File: src/include/decode_cfg.svh
// decode stage configuration
`ifndef DECODE_CFG_SVH
`define DECODE_CFG_SVH

`define IQ_DEPTH     16   // instruction queue entries
`define FETCH_WIDTH  4    // instructions per fetch packet
`define ISSUE_WIDTH  2    // up and down slots
`define GPR_COUNT    32
`define STAGE_COUNT  4    // downstream stages that can forward

// major opcodes
`define OP_SPECIAL   6'b000000
`define OP_ADDIU     6'b001001
`define OP_ANDI      6'b001100
`define OP_ORI       6'b001101
`define OP_XORI      6'b001110
`define OP_LUI       6'b001111

// SPECIAL function field
`define FN_SLL       6'b000000
`define FN_SRL       6'b000010
`define FN_ADDU      6'b100001
`define FN_SUBU      6'b100011
`define FN_AND       6'b100100
`define FN_OR        6'b100101
`define FN_XOR       6'b100110
`define FN_SLT       6'b101010

`endif

File: src/isaPkg.sv
// instruction set types
package isaPkg;

    typedef logic [4:0]  gprNum_t;
    typedef logic [31:0] word_t;

    typedef struct packed {
        logic [5:0] opcode;
        gprNum_t    rs;
        gprNum_t    rt;
        gprNum_t    rd;
        logic [4:0] sa;
        logic [5:0] funct;
    } rType_t;

    typedef struct packed {
        logic [5:0]  opcode;
        gprNum_t     rs;
        gprNum_t     rt;
        logic [15:0] imm;
    } iType_t;

    // same 32 bits, register or immediate layout
    typedef union packed {
        rType_t rType;
        iType_t iType;
    } instWord_u;

    typedef enum logic [3:0] {
        ALU_NOP, ALU_ADD, ALU_SUB, ALU_AND, ALU_OR,
        ALU_XOR, ALU_SLT, ALU_SLL, ALU_SRL, ALU_LUI
    } aluOp_e;

    typedef struct packed {
        aluOp_e  aluOp;
        gprNum_t writeNum;       // 0 means no write
        gprNum_t readNum0;       // rs
        gprNum_t readNum1;       // rt
        logic    needRead0;
        logic    needRead1;
        logic    operand0IsReg;
        logic    operand1IsReg;
        word_t   immediate;      // already extended
        word_t   shiftAmount;    // sa field, zero extended
    } decodedInst_t;

endpackage

File: src/issuePkg.sv
// fetch and issue bundle types
`include "decode_cfg.svh"

package issuePkg;

    typedef struct packed {
        isaPkg::word_t                           basePc;
        logic [2:0]                              instCount;  // 1 to 4
        isaPkg::instWord_u [`FETCH_WIDTH-1:0]    inst;       // inst[0] at basePc
    } fetchPacket_t;

    typedef struct packed {
        isaPkg::word_t     pc;
        isaPkg::instWord_u inst;
    } queueEntry_t;

    typedef struct packed {
        isaPkg::gprNum_t writeNum;
        logic            ready;      // result can be forwarded now
    } stageWrite_t;

    // bit per stage, top bit selects the register file
    typedef logic [`STAGE_COUNT:0] fwdSel_t;

    typedef struct packed {
        logic up;
        logic down;
    } issueMode_t;

    typedef struct packed {
        isaPkg::word_t   pc;
        isaPkg::aluOp_e  aluOp;
        isaPkg::gprNum_t writeNum;
        isaPkg::word_t   readData0;
        isaPkg::word_t   readData1;
        isaPkg::word_t   operand0;
        isaPkg::word_t   operand1;
        logic            operand0IsReg;
        logic            operand1IsReg;
        fwdSel_t         fwdSel0;
        fwdSel_t         fwdSel1;
    } issueBundle_t;

endpackage

File: src/issueArbiter.sv
// dual issue pairing
`timescale 1ns/10ps

module issueArbiter (
    input  logic [1:0]           headCount_i,
    input  isaPkg::decodedInst_t older_i,
    input  isaPkg::decodedInst_t younger_i,
    output issuePkg::issueMode_t mode_o
);
    logic dependent;

    // read after write inside the pair
    assign dependent = older_i.writeNum != '0 &&
        ((younger_i.needRead0 && younger_i.readNum0 == older_i.writeNum) ||
         (younger_i.needRead1 && younger_i.readNum1 == older_i.writeNum));

    always_comb begin
        case (headCount_i)
            2'd0: begin
                mode_o.up   = 1'b0;
                mode_o.down = 1'b0;
            end
            2'd1: begin
                mode_o.up   = 1'b1;
                mode_o.down = 1'b0;
            end
            default: begin
                mode_o.up   = 1'b1;
                mode_o.down = !dependent;   // younger waits a cycle
            end
        endcase
    end

endmodule

File: config.mk
export PLATFORM = sky130hd
export DESIGN_NAME = issueArbiter
export DESIGN_NICKNAME = d
export VERILOG_FILES = /design/src/isaPkg.sv /design/src/issuePkg.sv /design/src/issueArbiter.sv
export VERILOG_INCLUDE_DIRS = /design/src /design/src/include
export SDC_FILE = /design/constraint.sdc
export NUM_CORES = 1
export LEC_CHECK = 0
export ABC_CLOCK_PERIOD_IN_PS = 1800
export BUFFER_PORTS_ARGS = -buffer_cell sky130_fd_sc_hd__buf_2
export CAP_MARGIN = 30
export CORE_AREA = 8 8 63 65
export DETAILED_ROUTE_END_ITERATION = 8
export DIE_AREA = 0 0 71 73
export GPL_ROUTABILITY_DRIVEN = 0
export GPL_TIMING_DRIVEN = 0
export PLACE_DENSITY = 0.66
export SYNTH_ARGS = -nofsm -noshare
export SYNTH_HDL_FRONTEND = slang
export SYNTH_SLANG_ARGS = --single-unit
export TNS_END_PERCENT = 10
File: constraint.sdc
create_clock -name vclk -period 1.8
set_clock_uncertainty 0.1 [all_clocks]
set_input_delay 0.09 -clock vclk [all_inputs]
set_output_delay 0.09 -clock vclk [all_outputs]
set_load 0.02 [all_outputs]
==> impl_results.md <==
- Critical path's slowest cell: o22ai_1
- Number of remaining DRC errors: 0
- Initial DRT Pass Iterations: 2
- Switching power: 0.0253 mW
- Nets: 219
- Total gr overflow: 0
- Die width: 71 µm
- Routed via count: 209
- Final Non-Filler Cells: 74
- Biggest area consumer among synthesized cells: xnor2_1
- Crit-path cells: buf_2 > xnor2_1 > nand4_1 > o22ai_1 > a21boi_1 > buf_2
- Hold buffers post-CTS: 0
- Worst VDD drop: 0.0000559 V
- Clock network power share: 0
- Layout cells sized above 1: 0.537
- Antenna viol nets, final: 0
- DIE AREA: between 5000 and 6000 µm²
- Initial antenna violation count: 0
- Most used cell, CP: buf_2
- Hold/Removal Path Class: input pin to primary output
- Placed insts: 74
- Post-CTS Resized: 0
- Area grow syn2layout: 104%
- CP peak stage delay: 170 ps
- Post-CTS setup buffers: 0
- Number of global-route vias before repair: 244
- Worst Path Required: 1610 ps
- Sequential-to-total area share from yosys stat: 0
- Crit start category: input pin
- Worst Path Buf+Inv: 2
- PortBufs: 21
- CP delay by family, top: buffers and inverters
- DR WL/cell: 7.74 µm
- Final instance area: 287 µm²
- Min Tclk post-route: approximately 1100 ps
- Status: completed
- Die Height: 73 µm
- Yosys top cell area share: 0.625
- Smallest hold slack: 384 ps
- Syn nets: 196
- Fin. Hold Viols: 0
- Filler cell count in the final layout: 359
- Clock buffer cells: 0
- Dominant cells by area after synthesis: xnor2_1 63%, nand4_1 8.9%, nand2_1 8.0%
- Leakage: between 0.1 and 0.15 nW
- Sequential share of power: 0
- YS warnings: 0
- F_max: between 900 and 1000 MHz
- Crit path DAT: around 880 ps
- Slew margin rel.: 0.901
- DRC violation total after the first TritonRoute iteration: 3
- Logic pwr share: 1.000
- Fin Setup TNS: 0 ps
- Power density cells: 211 nW/µm²
- CP Capture Type: primary output
- Highest fanout seen on the critical path: 3
- Final Worst Setup Slack: between 700 and 800 ps
- Synth Area per Inst: approximately 7 µm²
- CP Class: input pin to primary output
- Starting Density: 0.0475
- Site row count: 20
- Vias/cell: ~2.8
- Post-layout util: 0.0970
- Unrepaired setup endpoints after global routing: false
- Maxcap violations: 0
- Final Max Slew Viols: 0
- Largest net degree at the start of global routing: 4
- P_int: 0.0351 mW
- Antenna Cells: 0
- Global-route usage over all layers: 0.0210
- Core area: 2950 µm²
- Power after layout: a little over 0.06 mW
- Register area: 0 µm²
- Sequential cell count: 0
- Tcrit/Tclk final: 0.595
- Synth Instances: 20
- Slew of the pin with the lowest slew margin: 148 ps
- Count of cell types in the netlist: 8
- # IOs: 178
- Switching Share: 0.420
- Post-Syn Area: between 100 and 150 µm²
- Final WL: 573 µm
- Setup WS pre-CTS: 716 ps
- First-pass GRT wire length: 931 µm
- Area post-placement: 287 µm²
- Final setup violating endpoints: 0
-- layout make-up --
type	count	area [µm²]	share of cell area
multi-input cells	20	140	0.489
repair buffers	21	105	0.367
well taps	33	41.3	0.144
-- synth_stat cells --
library cell,number
a21boi_1,1
xnor2_1,10
or2_2,1
nand4_1,2
nor3_1,1
nor2_1,1
nand2_1,3
o22ai_1,1
-- power groups by stage --
stage / logic, mW / registers, mW / clock network, mW
2_1_floorplan: 0.0299 / 0 / 0
3_3_place_gp: 0.0609 / 0 / 0
3_5_place_dp: 0.0616 / 0 / 0
4_1_cts: 0.0617 / 0 / 0
5_1_grt: 0.0671 / 0 / 0
6_report: 0.0604 / 0 / 0
-- path summary, 6_finish.rpt --
check	endpoint	from	cells after the start	slack, ps
worst max-delay path	mode_o[0]	older_i[82]	6	730
worst min-delay path	mode_o[1]	headCount_i[0]	3	380
-- metal layers --
layer / track usage / vias to the layer above / wire length, µm / share of wire
met5: 0 / - / 0 / 0
met4: 0 / 0 / 0 / 0
met3: 0.0137 / 0 / 97 / 0.17
met2: 0.0381 / 18 / 236 / 0.41
met1: 0.0208 / 81 / 239 / 0.42
li1: - / 110 / - / -
-- placed cells by master, fill, tap and decap left out --
cell type | netlist | layout
nor2_1 | 1 | 1
a21boi_1 | 1 | 1
buf_2 | 0 | 21
nor3_1 | 1 | 1
xnor2_1 | 10 | 10
or2_2 | 1 | 1
nand4_1 | 2 | 2
nand2_1 | 3 | 3
o22ai_1 | 1 | 1
-- worst min-delay path: cells and delay by family --
kind          cells  cell delay [ps]
buf+inv           2              220
simple gates      1               80
-- cells by family after synthesis --
logic type,Yosys count,share of synthesized area
AOI/OAI and AO/OA,2,0.0983
xor gates and xnor gates,10,0.625
and+or+nand+nor,8,0.277
Power figures use the tool's default switching activity.
