--- src/include/decode_cfg.svh ---
// decode stage configuration
`ifndef DECODE_CFG_SVH
`define DECODE_CFG_SVH

`define IQ_DEPTH     16   // instruction queue entries
`define FETCH_WIDTH  4    // instructions per fetch packet
`define ISSUE_WIDTH  2    // up and down slots
`define GPR_COUNT    32
`define STAGE_COUNT  4    // downstream stages that can forward

// major opcodes
`define OP_SPECIAL   6'b000000
`define OP_ADDIU     6'b001001
`define OP_ANDI      6'b001100
`define OP_ORI       6'b001101
`define OP_XORI      6'b001110
`define OP_LUI       6'b001111

// SPECIAL function field
`define FN_SLL       6'b000000
`define FN_SRL       6'b000010
`define FN_ADDU      6'b100001
`define FN_SUBU      6'b100011
`define FN_AND       6'b100100
`define FN_OR        6'b100101
`define FN_XOR       6'b100110
`define FN_SLT       6'b101010

`endif

--- src/isaPkg.sv ---
// instruction set types
package isaPkg;

    typedef logic [4:0]  gprNum_t;
    typedef logic [31:0] word_t;

    typedef struct packed {
        logic [5:0] opcode;
        gprNum_t    rs;
        gprNum_t    rt;
        gprNum_t    rd;
        logic [4:0] sa;
        logic [5:0] funct;
    } rType_t;

    typedef struct packed {
        logic [5:0]  opcode;
        gprNum_t     rs;
        gprNum_t     rt;
        logic [15:0] imm;
    } iType_t;

    // same 32 bits, register or immediate layout
    typedef union packed {
        rType_t rType;
        iType_t iType;
    } instWord_u;

    typedef enum logic [3:0] {
        ALU_NOP, ALU_ADD, ALU_SUB, ALU_AND, ALU_OR,
        ALU_XOR, ALU_SLT, ALU_SLL, ALU_SRL, ALU_LUI
    } aluOp_e;

    typedef struct packed {
        aluOp_e  aluOp;
        gprNum_t writeNum;       // 0 means no write
        gprNum_t readNum0;       // rs
        gprNum_t readNum1;       // rt
        logic    needRead0;
        logic    needRead1;
        logic    operand0IsReg;
        logic    operand1IsReg;
        word_t   immediate;      // already extended
        word_t   shiftAmount;    // sa field, zero extended
    } decodedInst_t;

endpackage

--- src/issuePkg.sv ---
// fetch and issue bundle types
`include "decode_cfg.svh"

package issuePkg;

    typedef struct packed {
        isaPkg::word_t                           basePc;
        logic [2:0]                              instCount;  // 1 to 4
        isaPkg::instWord_u [`FETCH_WIDTH-1:0]    inst;       // inst[0] at basePc
    } fetchPacket_t;

    typedef struct packed {
        isaPkg::word_t     pc;
        isaPkg::instWord_u inst;
    } queueEntry_t;

    typedef struct packed {
        isaPkg::gprNum_t writeNum;
        logic            ready;      // result can be forwarded now
    } stageWrite_t;

    // bit per stage, top bit selects the register file
    typedef logic [`STAGE_COUNT:0] fwdSel_t;

    typedef struct packed {
        logic up;
        logic down;
    } issueMode_t;

    typedef struct packed {
        isaPkg::word_t   pc;
        isaPkg::aluOp_e  aluOp;
        isaPkg::gprNum_t writeNum;
        isaPkg::word_t   readData0;
        isaPkg::word_t   readData1;
        isaPkg::word_t   operand0;
        isaPkg::word_t   operand1;
        logic            operand0IsReg;
        logic            operand1IsReg;
        fwdSel_t         fwdSel0;
        fwdSel_t         fwdSel1;
    } issueBundle_t;

endpackage

--- src/hazardUnit.sv ---
// forwarding select and stall control
`timescale 1ns/10ps
`include "decode_cfg.svh"

module hazardUnit (
    input  issuePkg::issueMode_t                       mode_i,
    input  isaPkg::decodedInst_t                       up_i,
    input  isaPkg::decodedInst_t                       down_i,
    input  issuePkg::stageWrite_t [`STAGE_COUNT-1:0]   pipeWrites_i,
    input  logic                                       downstreamDanger_i,
    input  logic                                       allowIn_i,
    input  logic                                       flush_i,
    output issuePkg::fwdSel_t [3:0]                    fwdSel_o,
    output logic                                       upValid_o,
    output logic                                       downValid_o,
    output logic [1:0]                                 popCount_o
);
    isaPkg::gprNum_t [3:0] readNum;
    logic [3:0]            needRead;
    logic [3:0]            noSource;
    logic                  stall;
    logic                  issue;

    // operand order is up rs, up rt, down rs, down rt
    assign readNum  = {down_i.readNum1, down_i.readNum0, up_i.readNum1, up_i.readNum0};
    assign needRead = {down_i.needRead1 & mode_i.down, down_i.needRead0 & mode_i.down,
                       up_i.needRead1 & mode_i.up, up_i.needRead0 & mode_i.up};

    //////////////////////////////////////////////////
    // forwarding source per operand
    //////////////////////////////////////////////////
    always_comb begin
        for (int op = 0; op < 4; op++) begin
            fwdSel_o[op]               = '0;
            fwdSel_o[op][`STAGE_COUNT] = 1'b1;   // register file by default
            // oldest first so the youngest match overrides
            for (int s = `STAGE_COUNT - 1; s >= 0; s--) begin
                if (pipeWrites_i[s].writeNum != '0 &&
                    pipeWrites_i[s].writeNum == readNum[op]) begin
                    fwdSel_o[op]    = '0;
                    fwdSel_o[op][s] = pipeWrites_i[s].ready;
                end
            end
            noSource[op] = ~|fwdSel_o[op];
        end
    end

    //////////////////////////////////////////////////
    // stall and valids
    //////////////////////////////////////////////////
    assign stall       = |(needRead & noSource) || downstreamDanger_i;
    assign issue       = (mode_i.up || mode_i.down) && allowIn_i && !stall;
    assign upValid_o   = issue && mode_i.up && !flush_i;
    assign downValid_o = issue && mode_i.down && !flush_i;
    assign popCount_o  = {1'b0, upValid_o} + {1'b0, downValid_o};

endmodule

--- config.mk ---
export PLATFORM = sky130hd
export DESIGN_NAME = hazardUnit
export DESIGN_NICKNAME = d
export VERILOG_FILES = /design/src/isaPkg.sv /design/src/issuePkg.sv /design/src/hazardUnit.sv
export VERILOG_INCLUDE_DIRS = /design/src /design/src/include
export SDC_FILE = /design/constraint.sdc
export NUM_CORES = 1
export LEC_CHECK = 0
export BUFFER_PORTS_ARGS = -buffer_cell sky130_fd_sc_hd__buf_2
export CAP_MARGIN = 0
export CORE_AREA = 2 2 88 90
export DETAILED_ROUTE_END_ITERATION = 10
export DIE_AREA = 0 0 90 92
export PLACE_DENSITY = 0.65
export SYNTH_ARGS = -nofsm -noshare
export SYNTH_HDL_FRONTEND = slang
export SYNTH_SLANG_ARGS = --single-unit
--- constraint.sdc ---
create_clock -name vclk -period 2.5
set_input_delay 0.25 -clock vclk [all_inputs]
set_output_delay 0.25 -clock vclk [all_outputs]
set_load 0.03 [all_outputs]
==> results.py <==
metrics = {
    "routing": {
        "met2WireLength_um": 3350,
        "wl_per_cell_um": 15.28,
        "met3RoutedLength_um": 424,
        "drtAntennaViolNets": 0,
        "drc": 0,
        "wl_met1_um": 3167,
        "viasPerCell": 4.632,
        "top_layer": "met4",
        "wl_um": 7013,
        "drt-initial-drc-count": 65,
        "vias": 2126,
        "firstDrtPassIters": 4,
    },
    "clock_tree": {
        "hold_buffers": 0,
    },
    "finish": {
        "design.seq.count": 0,
        "clock_buffers": 0,
        "multi_input_area_um2": 1707,
        "area_growth_pct": 77.72,
        "regArea_um2": 0,
        "stdcell_count": 459,
        "n_antenna_cell": 0,
        "fin_nets": 563,
        "finalInstanceArea_um2": 3004,
        "final_layout_size_suffix_gt1_frac": 0.5714,
        "fillers": 794,
    },
    "yosys": {
        "ys_types": 39,
        "syn-instance-count": 228,
        "seq_area_frac_synth": 0,
        "synth_nets": 432,
        "avgSynthCellArea_um2": 7.414,
        "synth-warning-count": 0,
        "synth_area_um2": 1690,
    },
    "critical_path": {
        "arrival_ns": 2.54,
        "startpoint_type": "input port",
        "worst-path-max-fanout": 3,
        "required_ns": 2.25,
        "worstSetupPathType": "input port to output pin",
        "endpoint_kind": "output pin",
    },
    "floorplan": {
        "core_um2": 7447,
        "dieHeight_um": 92,
        "die_area_um2": 8280,
        "row_count": 32,
        "die_w_um": 90,
        "start_util": 0.2270,
        "io_pins": 227,
    },
    "power_and_ir_drop": {
        "powerDensity_nw_per_um2": 178.7,
        "power_mw": 0.5367,
        "max-vdd-ir-drop_uv": 90.93,
        "p_leak_nw": 1.273,
    },
    "global_route": {
        "grt_pass1_vias": 2221,
        "grtUsageTotal": 0.1645,
        "grt_pass1_wl_um": 11040,
        "antenna_found_initial": 0,
        "grt_max_degree": 8,
        "gr-total-overflow": 0,
    },
    "timing": {
        "fin_crit_sh": 1.116,
        "fin_crit_ns": 2.790,
        "max_slew.worst_pin.slew_ns": 0.6221,
        "fin_hold_ws_ns": 0.9350,
        "hold_viol_final": 0,
        "drv_slew": 0,
        "finalSetupViolCount": 4,
        "rsz0062_at_grt": "yes",
        "finalWorstSetupSlack_ns": -0.2902,
        "relSlewSlack": 0.5815,
        "max_freq_ghz": 0.3584,
    },
    "placed_design": {
        "place.gp.congestion": 0.9758,
        "pre_cts_ws_ns": -0.4606,
        "io_buffer_count": 77,
        "hpwl_um": 6141,
        "numPlacedInstances": 457,
        "dpl_cell_area_um2": 2780,
    },
    "run": {
        "drv_cap": 0,
    },
    "outcome": {
        "violations": "setup timing",
        "status": "finished with violations",
    },
    "hold_path": {
        "hold_class": "input port to output pin",
    },
}
## worst max-delay path, cell delays in order
cell and delay, ns:
buf_6 0.09, or4_4 0.57, nor2_4 0.19, nor4_4 0.09, mux2_4 0.33, a2111oi_4 0.35
buf_4 0.20, nor4_4 0.06, ha_4 0.29, buf_6 0.12
## path summary, 6_finish.rpt
path | from | end | slack (ns) | cells after the start
worst max-delay path | pipeWrites_i[9] | popCount_o[0] | -0.29 | 10
worst min-delay path | pipeWrites_i[18] | fwdSel_o[18] | 0.94 | 4
## per-layer routing
layer	vias up	track usage
met3	6	0.01479
met2	82	0.2813
met1	990	0.2284
li1	1048	-
met4	0	0.02692
met5	-	0
## power by group
part | switching, mW | total, mW | internal [mW]
registers | 0 | 0 | 0
clock network | 0 | 0 | 0
logic | 0.270 | 0.537 | 0.266
## kinds of logic (layout without fill, tap and decap cells)
kind of cell | after synthesis | in the layout | synth area share
adder cells (fa/ha/maj) | 1 | 1 | 0.007401
AND/OR/NAND/NOR | 84 | 84 | 0.3175
multiplexers | 2 | 2 | 0.01777
XOR/XNOR | 80 | 80 | 0.4145
AO/OA/AOI/OAI | 22 | 22 | 0.1236
buffers and inverters | 39 | 168 | 0.1192
## cells in the mapped netlist (3+ instances only)
library cell  count  share of area
a2111oi_1         3          0.018
and2_1            4          0.015
and3_1            3          0.011
and4_1            4          0.021
buf_2             5          0.015
buf_6             4          0.027
clkbuf_1         20          0.044
inv_1             5          0.011
nand2_1           8          0.018
nand3_1          12          0.036
nor2_1           12          0.027
nor3_1            4          0.012
nor4_1           14          0.052
nor4_2            3          0.022
o211ai_1          5          0.022
o211ai_2          5          0.037
or3_1             4          0.015
or4_4             4          0.027
xnor2_1          64           0.33
xor2_1           16          0.083
## what timing repair did
item,in CTS,in global routing
pin swaps,14,4
resized for setup,22,12
setup endpoints to repair,4,4
buffers inserted,2,1
## layout by cell type (no fill, tap or decap), drive strengths merged
cell type	netlist	routed
nand2	8	8
or3	4	4
and4	4	4
ha	1	1
nor3b	1	1
o211ai	10	10
a2111oi	4	4
a31oi	2	2
nor2	14	14
inv	5	5
nor4	17	17
and2	6	6
o221ai	2	2
and3	4	4
or4	4	4
nor3	6	6
xor2	16	16
nand3	12	12
buf	14	163
xnor2	64	64
mux2	2	2
and4b	2	2
nand4	1	1
o41ai	2	2
a211oi	2	2
nor4b	1	1
## through the flow
step	util	TNS [ns]
5_1_grt	0.4034	-1.133
3_5_place_dp	0.3733	-1.419
2_1_floorplan	-	-0.9065
3_3_place_gp	0.3733	-1.077
4_1_cts	0.3928	-0.8384
6_report	0.4034	-0.8119
## area by class of cell
class,instances,share of cell area
tap,102,0.04248
multi-input combinational,189,0.5681
timing repair buffer,163,0.3832
inverter,5,0.006247
Note: power is estimated with default switching activity, not from simulation.
