--- src/include/decode_cfg.svh ---
// decode stage configuration
`ifndef DECODE_CFG_SVH
`define DECODE_CFG_SVH

`define IQ_DEPTH     16   // instruction queue entries
`define FETCH_WIDTH  4    // instructions per fetch packet
`define ISSUE_WIDTH  2    // up and down slots
`define GPR_COUNT    32
`define STAGE_COUNT  4    // downstream stages that can forward

// major opcodes
`define OP_SPECIAL   6'b000000
`define OP_ADDIU     6'b001001
`define OP_ANDI      6'b001100
`define OP_ORI       6'b001101
`define OP_XORI      6'b001110
`define OP_LUI       6'b001111

// SPECIAL function field
`define FN_SLL       6'b000000
`define FN_SRL       6'b000010
`define FN_ADDU      6'b100001
`define FN_SUBU      6'b100011
`define FN_AND       6'b100100
`define FN_OR        6'b100101
`define FN_XOR       6'b100110
`define FN_SLT       6'b101010

`endif

--- src/isaPkg.sv ---
// instruction set types
package isaPkg;

    typedef logic [4:0]  gprNum_t;
    typedef logic [31:0] word_t;

    typedef struct packed {
        logic [5:0] opcode;
        gprNum_t    rs;
        gprNum_t    rt;
        gprNum_t    rd;
        logic [4:0] sa;
        logic [5:0] funct;
    } rType_t;

    typedef struct packed {
        logic [5:0]  opcode;
        gprNum_t     rs;
        gprNum_t     rt;
        logic [15:0] imm;
    } iType_t;

    // same 32 bits, register or immediate layout
    typedef union packed {
        rType_t rType;
        iType_t iType;
    } instWord_u;

    typedef enum logic [3:0] {
        ALU_NOP, ALU_ADD, ALU_SUB, ALU_AND, ALU_OR,
        ALU_XOR, ALU_SLT, ALU_SLL, ALU_SRL, ALU_LUI
    } aluOp_e;

    typedef struct packed {
        aluOp_e  aluOp;
        gprNum_t writeNum;       // 0 means no write
        gprNum_t readNum0;       // rs
        gprNum_t readNum1;       // rt
        logic    needRead0;
        logic    needRead1;
        logic    operand0IsReg;
        logic    operand1IsReg;
        word_t   immediate;      // already extended
        word_t   shiftAmount;    // sa field, zero extended
    } decodedInst_t;

endpackage

--- src/instDecoder.sv ---
// integer ALU instruction decoder
`timescale 1ns/10ps
`include "decode_cfg.svh"

module instDecoder (
    input  isaPkg::instWord_u    inst_i,
    output isaPkg::decodedInst_t decoded_o
);
    isaPkg::aluOp_e op;
    logic           isSpecial;
    logic           isShift;

    assign isSpecial = inst_i.rType.opcode == `OP_SPECIAL;
    assign isShift   = op == isaPkg::ALU_SLL || op == isaPkg::ALU_SRL;

    always_comb begin
        op = isaPkg::ALU_NOP;   // anything outside the subset
        if (isSpecial) begin
            case (inst_i.rType.funct)
                `FN_ADDU: op = isaPkg::ALU_ADD;
                `FN_SUBU: op = isaPkg::ALU_SUB;
                `FN_AND:  op = isaPkg::ALU_AND;
                `FN_OR:   op = isaPkg::ALU_OR;
                `FN_XOR:  op = isaPkg::ALU_XOR;
                `FN_SLT:  op = isaPkg::ALU_SLT;
                `FN_SLL:  op = isaPkg::ALU_SLL;
                `FN_SRL:  op = isaPkg::ALU_SRL;
                default:  op = isaPkg::ALU_NOP;
            endcase
        end else begin
            case (inst_i.iType.opcode)
                `OP_ADDIU: op = isaPkg::ALU_ADD;
                `OP_ANDI:  op = isaPkg::ALU_AND;
                `OP_ORI:   op = isaPkg::ALU_OR;
                `OP_XORI:  op = isaPkg::ALU_XOR;
                `OP_LUI:   op = isaPkg::ALU_LUI;
                default:   op = isaPkg::ALU_NOP;
            endcase
        end
    end

    always_comb begin
        decoded_o             = '0;
        decoded_o.aluOp       = op;
        decoded_o.shiftAmount = {27'b0, inst_i.rType.sa};
        if (op != isaPkg::ALU_NOP) begin
            if (isSpecial) begin
                decoded_o.writeNum      = inst_i.rType.rd;
                decoded_o.readNum1      = inst_i.rType.rt;
                decoded_o.needRead1     = 1'b1;
                decoded_o.operand1IsReg = 1'b1;
                if (!isShift) begin          // shifts take sa in place of rs
                    decoded_o.readNum0      = inst_i.rType.rs;
                    decoded_o.needRead0     = 1'b1;
                    decoded_o.operand0IsReg = 1'b1;
                end
            end else begin
                decoded_o.writeNum = inst_i.iType.rt;
                if (op != isaPkg::ALU_LUI) begin
                    decoded_o.readNum0      = inst_i.iType.rs;
                    decoded_o.needRead0     = 1'b1;
                    decoded_o.operand0IsReg = 1'b1;
                end
                case (op)
                    isaPkg::ALU_ADD: decoded_o.immediate = {{16{inst_i.iType.imm[15]}},
                                                            inst_i.iType.imm};
                    isaPkg::ALU_LUI: decoded_o.immediate = {inst_i.iType.imm, 16'b0};
                    default:         decoded_o.immediate = {16'b0, inst_i.iType.imm};
                endcase
            end
        end
    end

endmodule

--- config.mk ---
export PLATFORM = sky130hd
export DESIGN_NAME = instDecoder
export DESIGN_NICKNAME = d
export VERILOG_FILES = /design/src/isaPkg.sv /design/src/instDecoder.sv
export VERILOG_INCLUDE_DIRS = /design/src /design/src/include
export SDC_FILE = /design/constraint.sdc
export NUM_CORES = 1
export LEC_CHECK = 0
export BUFFER_PORTS_ARGS = -buffer_cell sky130_fd_sc_hd__buf_2
export CORE_MARGIN = 5
export CORE_UTILIZATION = 27
export DETAILED_ROUTE_END_ITERATION = 6
export PLACE_DENSITY = 0.69
export SETUP_SLACK_MARGIN = 0.1
export SYNTH_ARGS = -nofsm -noshare
export SYNTH_HDL_FRONTEND = slang
export SYNTH_SLANG_ARGS = --single-unit
--- constraint.sdc ---
create_clock -name vclk -period 3.7
set_input_delay 0.185 -clock vclk [all_inputs]
set_output_delay 0.185 -clock vclk [all_outputs]
set_load 0.03 [all_outputs]
==> flow_results.org <==
** Outcome
- Outcome :: completed

** Worst setup path
- Source of the critical timing path :: inst_i[0]
- Data on the critical path arrives at its endpoint at 2.44 ns.
- The worst setup path is launched from a primary input.
- Setup crit end kind :: output pin
- Worst setup path endpoint :: decoded_o[79]
- The critical path is of the primary input to output pin type.
- WP data required :: roughly 3.5 ns
- Along the worst path, the maximum fanout reaches 15.

** Timing
- The final hold violation count came to 0.
- Number of failing setup endpoints in the final timing report :: 0
- At the pin with the least slew margin, the transition time is about 0.84 ns.
- Fraction of the cycle the final worst path needs :: just over 70%
- WHS :: 0.6471 ns
- Highest attainable clock frequency :: 381.6 MHz
- For the final routed database, the setup TNS stands at 0 ns.
- Remaining max-slew budget at the tightest pin :: between 40 and 50%
- Clock period minus final worst setup slack :: 2.621 ns
- Unrepaired setup endpoints after global routing :: false
- The final max-slew violation count came to 0.

** Global routing
- Global Route met2 Usage :: 20.54%
- Total grt overflow :: 0
- Maximum number of pins on one net before global-route repair :: 18
- In the global route stage, overall resource usage came out at 11.43%.
- Global routing usage on met1 :: 13.89%
- Routing usage on met3 :: under 10%
- Wire length of the first global-routing pass :: around 6000 um
- Busiest metal layer after global routing :: met2
- Antenna violations before repair :: 0
- Number of global-route vias before repair :: roughly 1200

** Min path
- Class of the tightest hold or removal check :: primary input to output pin
- Hold Path Stages :: 2

** Detailed routing
- The first TritonRoute pass finished after 4 iterations.
- The routed layout has 1334 vias.
- Remaining number of nets flagged by the antenna check after routing :: 0
- The detailed router finished its first iteration with 27 violations.
- Dividing the detail-routed via count by the number of cells gives 4.664.
- After detailed routing, the average wire length per cell comes to 13.57 um.
- Remaining DRCs :: 0
- After detailed routing, the total wire length is just under 4000 um.

** Clock tree
- Number of buffers inserted by hold repair at cts :: 0
- Number of buffers inserted by post-CTS setup repair :: 0
- In this run, post-CTS repair resized a total of 0 instances.

** Layout
- Diode insertion count for antenna repair :: 0
- In the finished design the tool counted flip-flops and latches totalling 0.
- In the final layout, the share of cells above drive strength 1 is between 40% and 50%.
- Nets@finish :: 268
- Fill cells :: 487
- Relative to the synthesized area, the layout overhead comes to 26.54%.
- In the finished layout, the clock tree contains a buffer count of 0.
- Across the whole layout, storage elements account for 0 um2.

** Floorplanning
- Area enclosed by the die boundary :: 0.005947 mm2
- Measured along the y axis, the die boundary spans between 70 and 80 um.
- Floorplan die width :: 77.12 um
- The initial utilization of the core area, before any placement, comes to 27.93%.
- Number of top-level pins :: 119
- Number of placement rows :: 24
- After floorplanning, the core was sized to cover 0.004354 mm2.

** Synth
- Sorting the synthesized cells by area gives the leading types as buf_4, and2_1, a2111oi_2.
- Mapped Avg Cell Area :: 7.554 um2
- Most used standard cells in the synthesized netlist :: buf_4, and2_1, nand2_1
- Sequential elements use 0% of the synthesized area.
- Post-synthesis cell type with the largest combined area :: buf_4
- Synthesis produced a netlist whose cell count is 161.
- Cell Area, Synth :: 0.001216 mm2
- The netlist uses 45 different library cells.
- Yosys warning count :: 0
- Of the post-synthesis cell area, the dominant cell type holds 21.60%.
- The most common cell in the synthesized netlist is buf_4.

** Power and ir drop
- In this run the static leakage power is 0.7987 nW.
- Total design power :: 0.0001401 W
- Comb pwr share :: 100.0%
- Across the VDD grid, the largest voltage drop is 0.03429 mV.
- Cell Int Power :: 0.00003631 W
- The share of total power dissipated in sequential elements is 0%.
- Net switching power figure :: 0.0001037 W
- Per report_power, the clock group accounts for 0% of the total.
- Power per unit of standard cell area :: 91.00 mW/mm2
- Share of total power consumed by net switching :: between 70 and 80%

** Place
- IO buf count :: 92
- Gpl congestion :: around 0.78
- Detailed-placement wirelength estimate :: between 3000 and 4000 um

** Flow run
- Max-cap violations in this run came to 0.
metal layers:
layer / routed length [um] / vias to the layer above
met5: 0 / -
met4: 43 / 0
met2: 1865 / 59
met1: 1566 / 601
met3: 405 / 4
li1: - / 670
critical path, stage by stage:
cell	delay [ns]
buf_2	0.18
or4bb_1	0.56
a41oi_1	0.25
o21ai_1	0.14
a31oi_1	0.68
a22o_1	0.23
buf_2	0.20
how the worst min path moves through the flow:
stage          slack [ns]           end  startpoint
5_1_grt              0.65  decoded_o[2]   inst_i[8]
6_report             0.65  decoded_o[2]   inst_i[8]
3_5_place_dp         0.65  decoded_o[2]   inst_i[8]
4_1_cts              0.65  decoded_o[2]   inst_i[8]
3_3_place_gp         0.65  decoded_o[2]   inst_i[8]
2_1_floorplan        0.50  decoded_o[0]   inst_i[6]
area by class of cell:
cell class / count / area (um2) / share of cell area [%]
Tap cell: 52 / 65.06 / 4.228
Inverter: 3 / 11.26 / 0.7317
Multi-Input combinational cell: 136 / 979.7 / 63.66
Timing Repair Buffer: 95 / 483.0 / 31.38
per-stage QoR:
| step | instances | setup slack [ns] | utilization [%] | cell area, um2 |
|---|---|---|---|---|
| 4_1_cts | 286 | 1.040 | 35.34 | 1539 |
| 3_3_place_gp | 286 | 1.070 | 35.34 | 1539 |
| 6_report | 286 | 1.079 | 35.34 | 1539 |
| 5_1_grt | 286 | 0.8368 | 35.34 | 1539 |
| 3_5_place_dp | 286 | 1.041 | 35.34 | 1539 |
| 2_1_floorplan | 187 | 0.7365 | - | 1314 |
power by group through the flow:
stage / clock network, W / logic [W] / registers, W
after global routing: 0 / 0.000150 / 0
after global placement: 0 / 0.000138 / 0
after detailed placement: 0 / 0.000139 / 0
after floorplan: 0 / 0.000126 / 0
final: 0 / 0.000140 / 0
after CTS: 0 / 0.000139 / 0
cells in the final DEF, fill, tap and decap left out, drive strengths merged, types with 2 or more instances in the layout:
| master | instances |
|---|---|
| buf | 95 |
| conb | 27 |
| and2 | 27 |
| nand2 | 18 |
| a2111oi | 15 |
| a22o | 5 |
| nor4 | 5 |
| a31oi | 3 |
| nor2b | 3 |
| inv | 3 |
| or3b | 2 |
| nor2 | 2 |
| and3b | 2 |
| xnor2 | 2 |
| or4bb | 2 |
| o21ai | 2 |
| o31ai | 2 |
| or2 | 2 |
kinds of logic after synthesis:
family          count (synthesis)  share of synthesized area [%]
other cells                     1                         0.3083
buf+inv                        51                          28.70
compound gates                 36                          32.72
simple gates                   70                          36.11
xor+xnor                        3                          2.161
No activity file was read; power rests on OpenSTA's default activity.
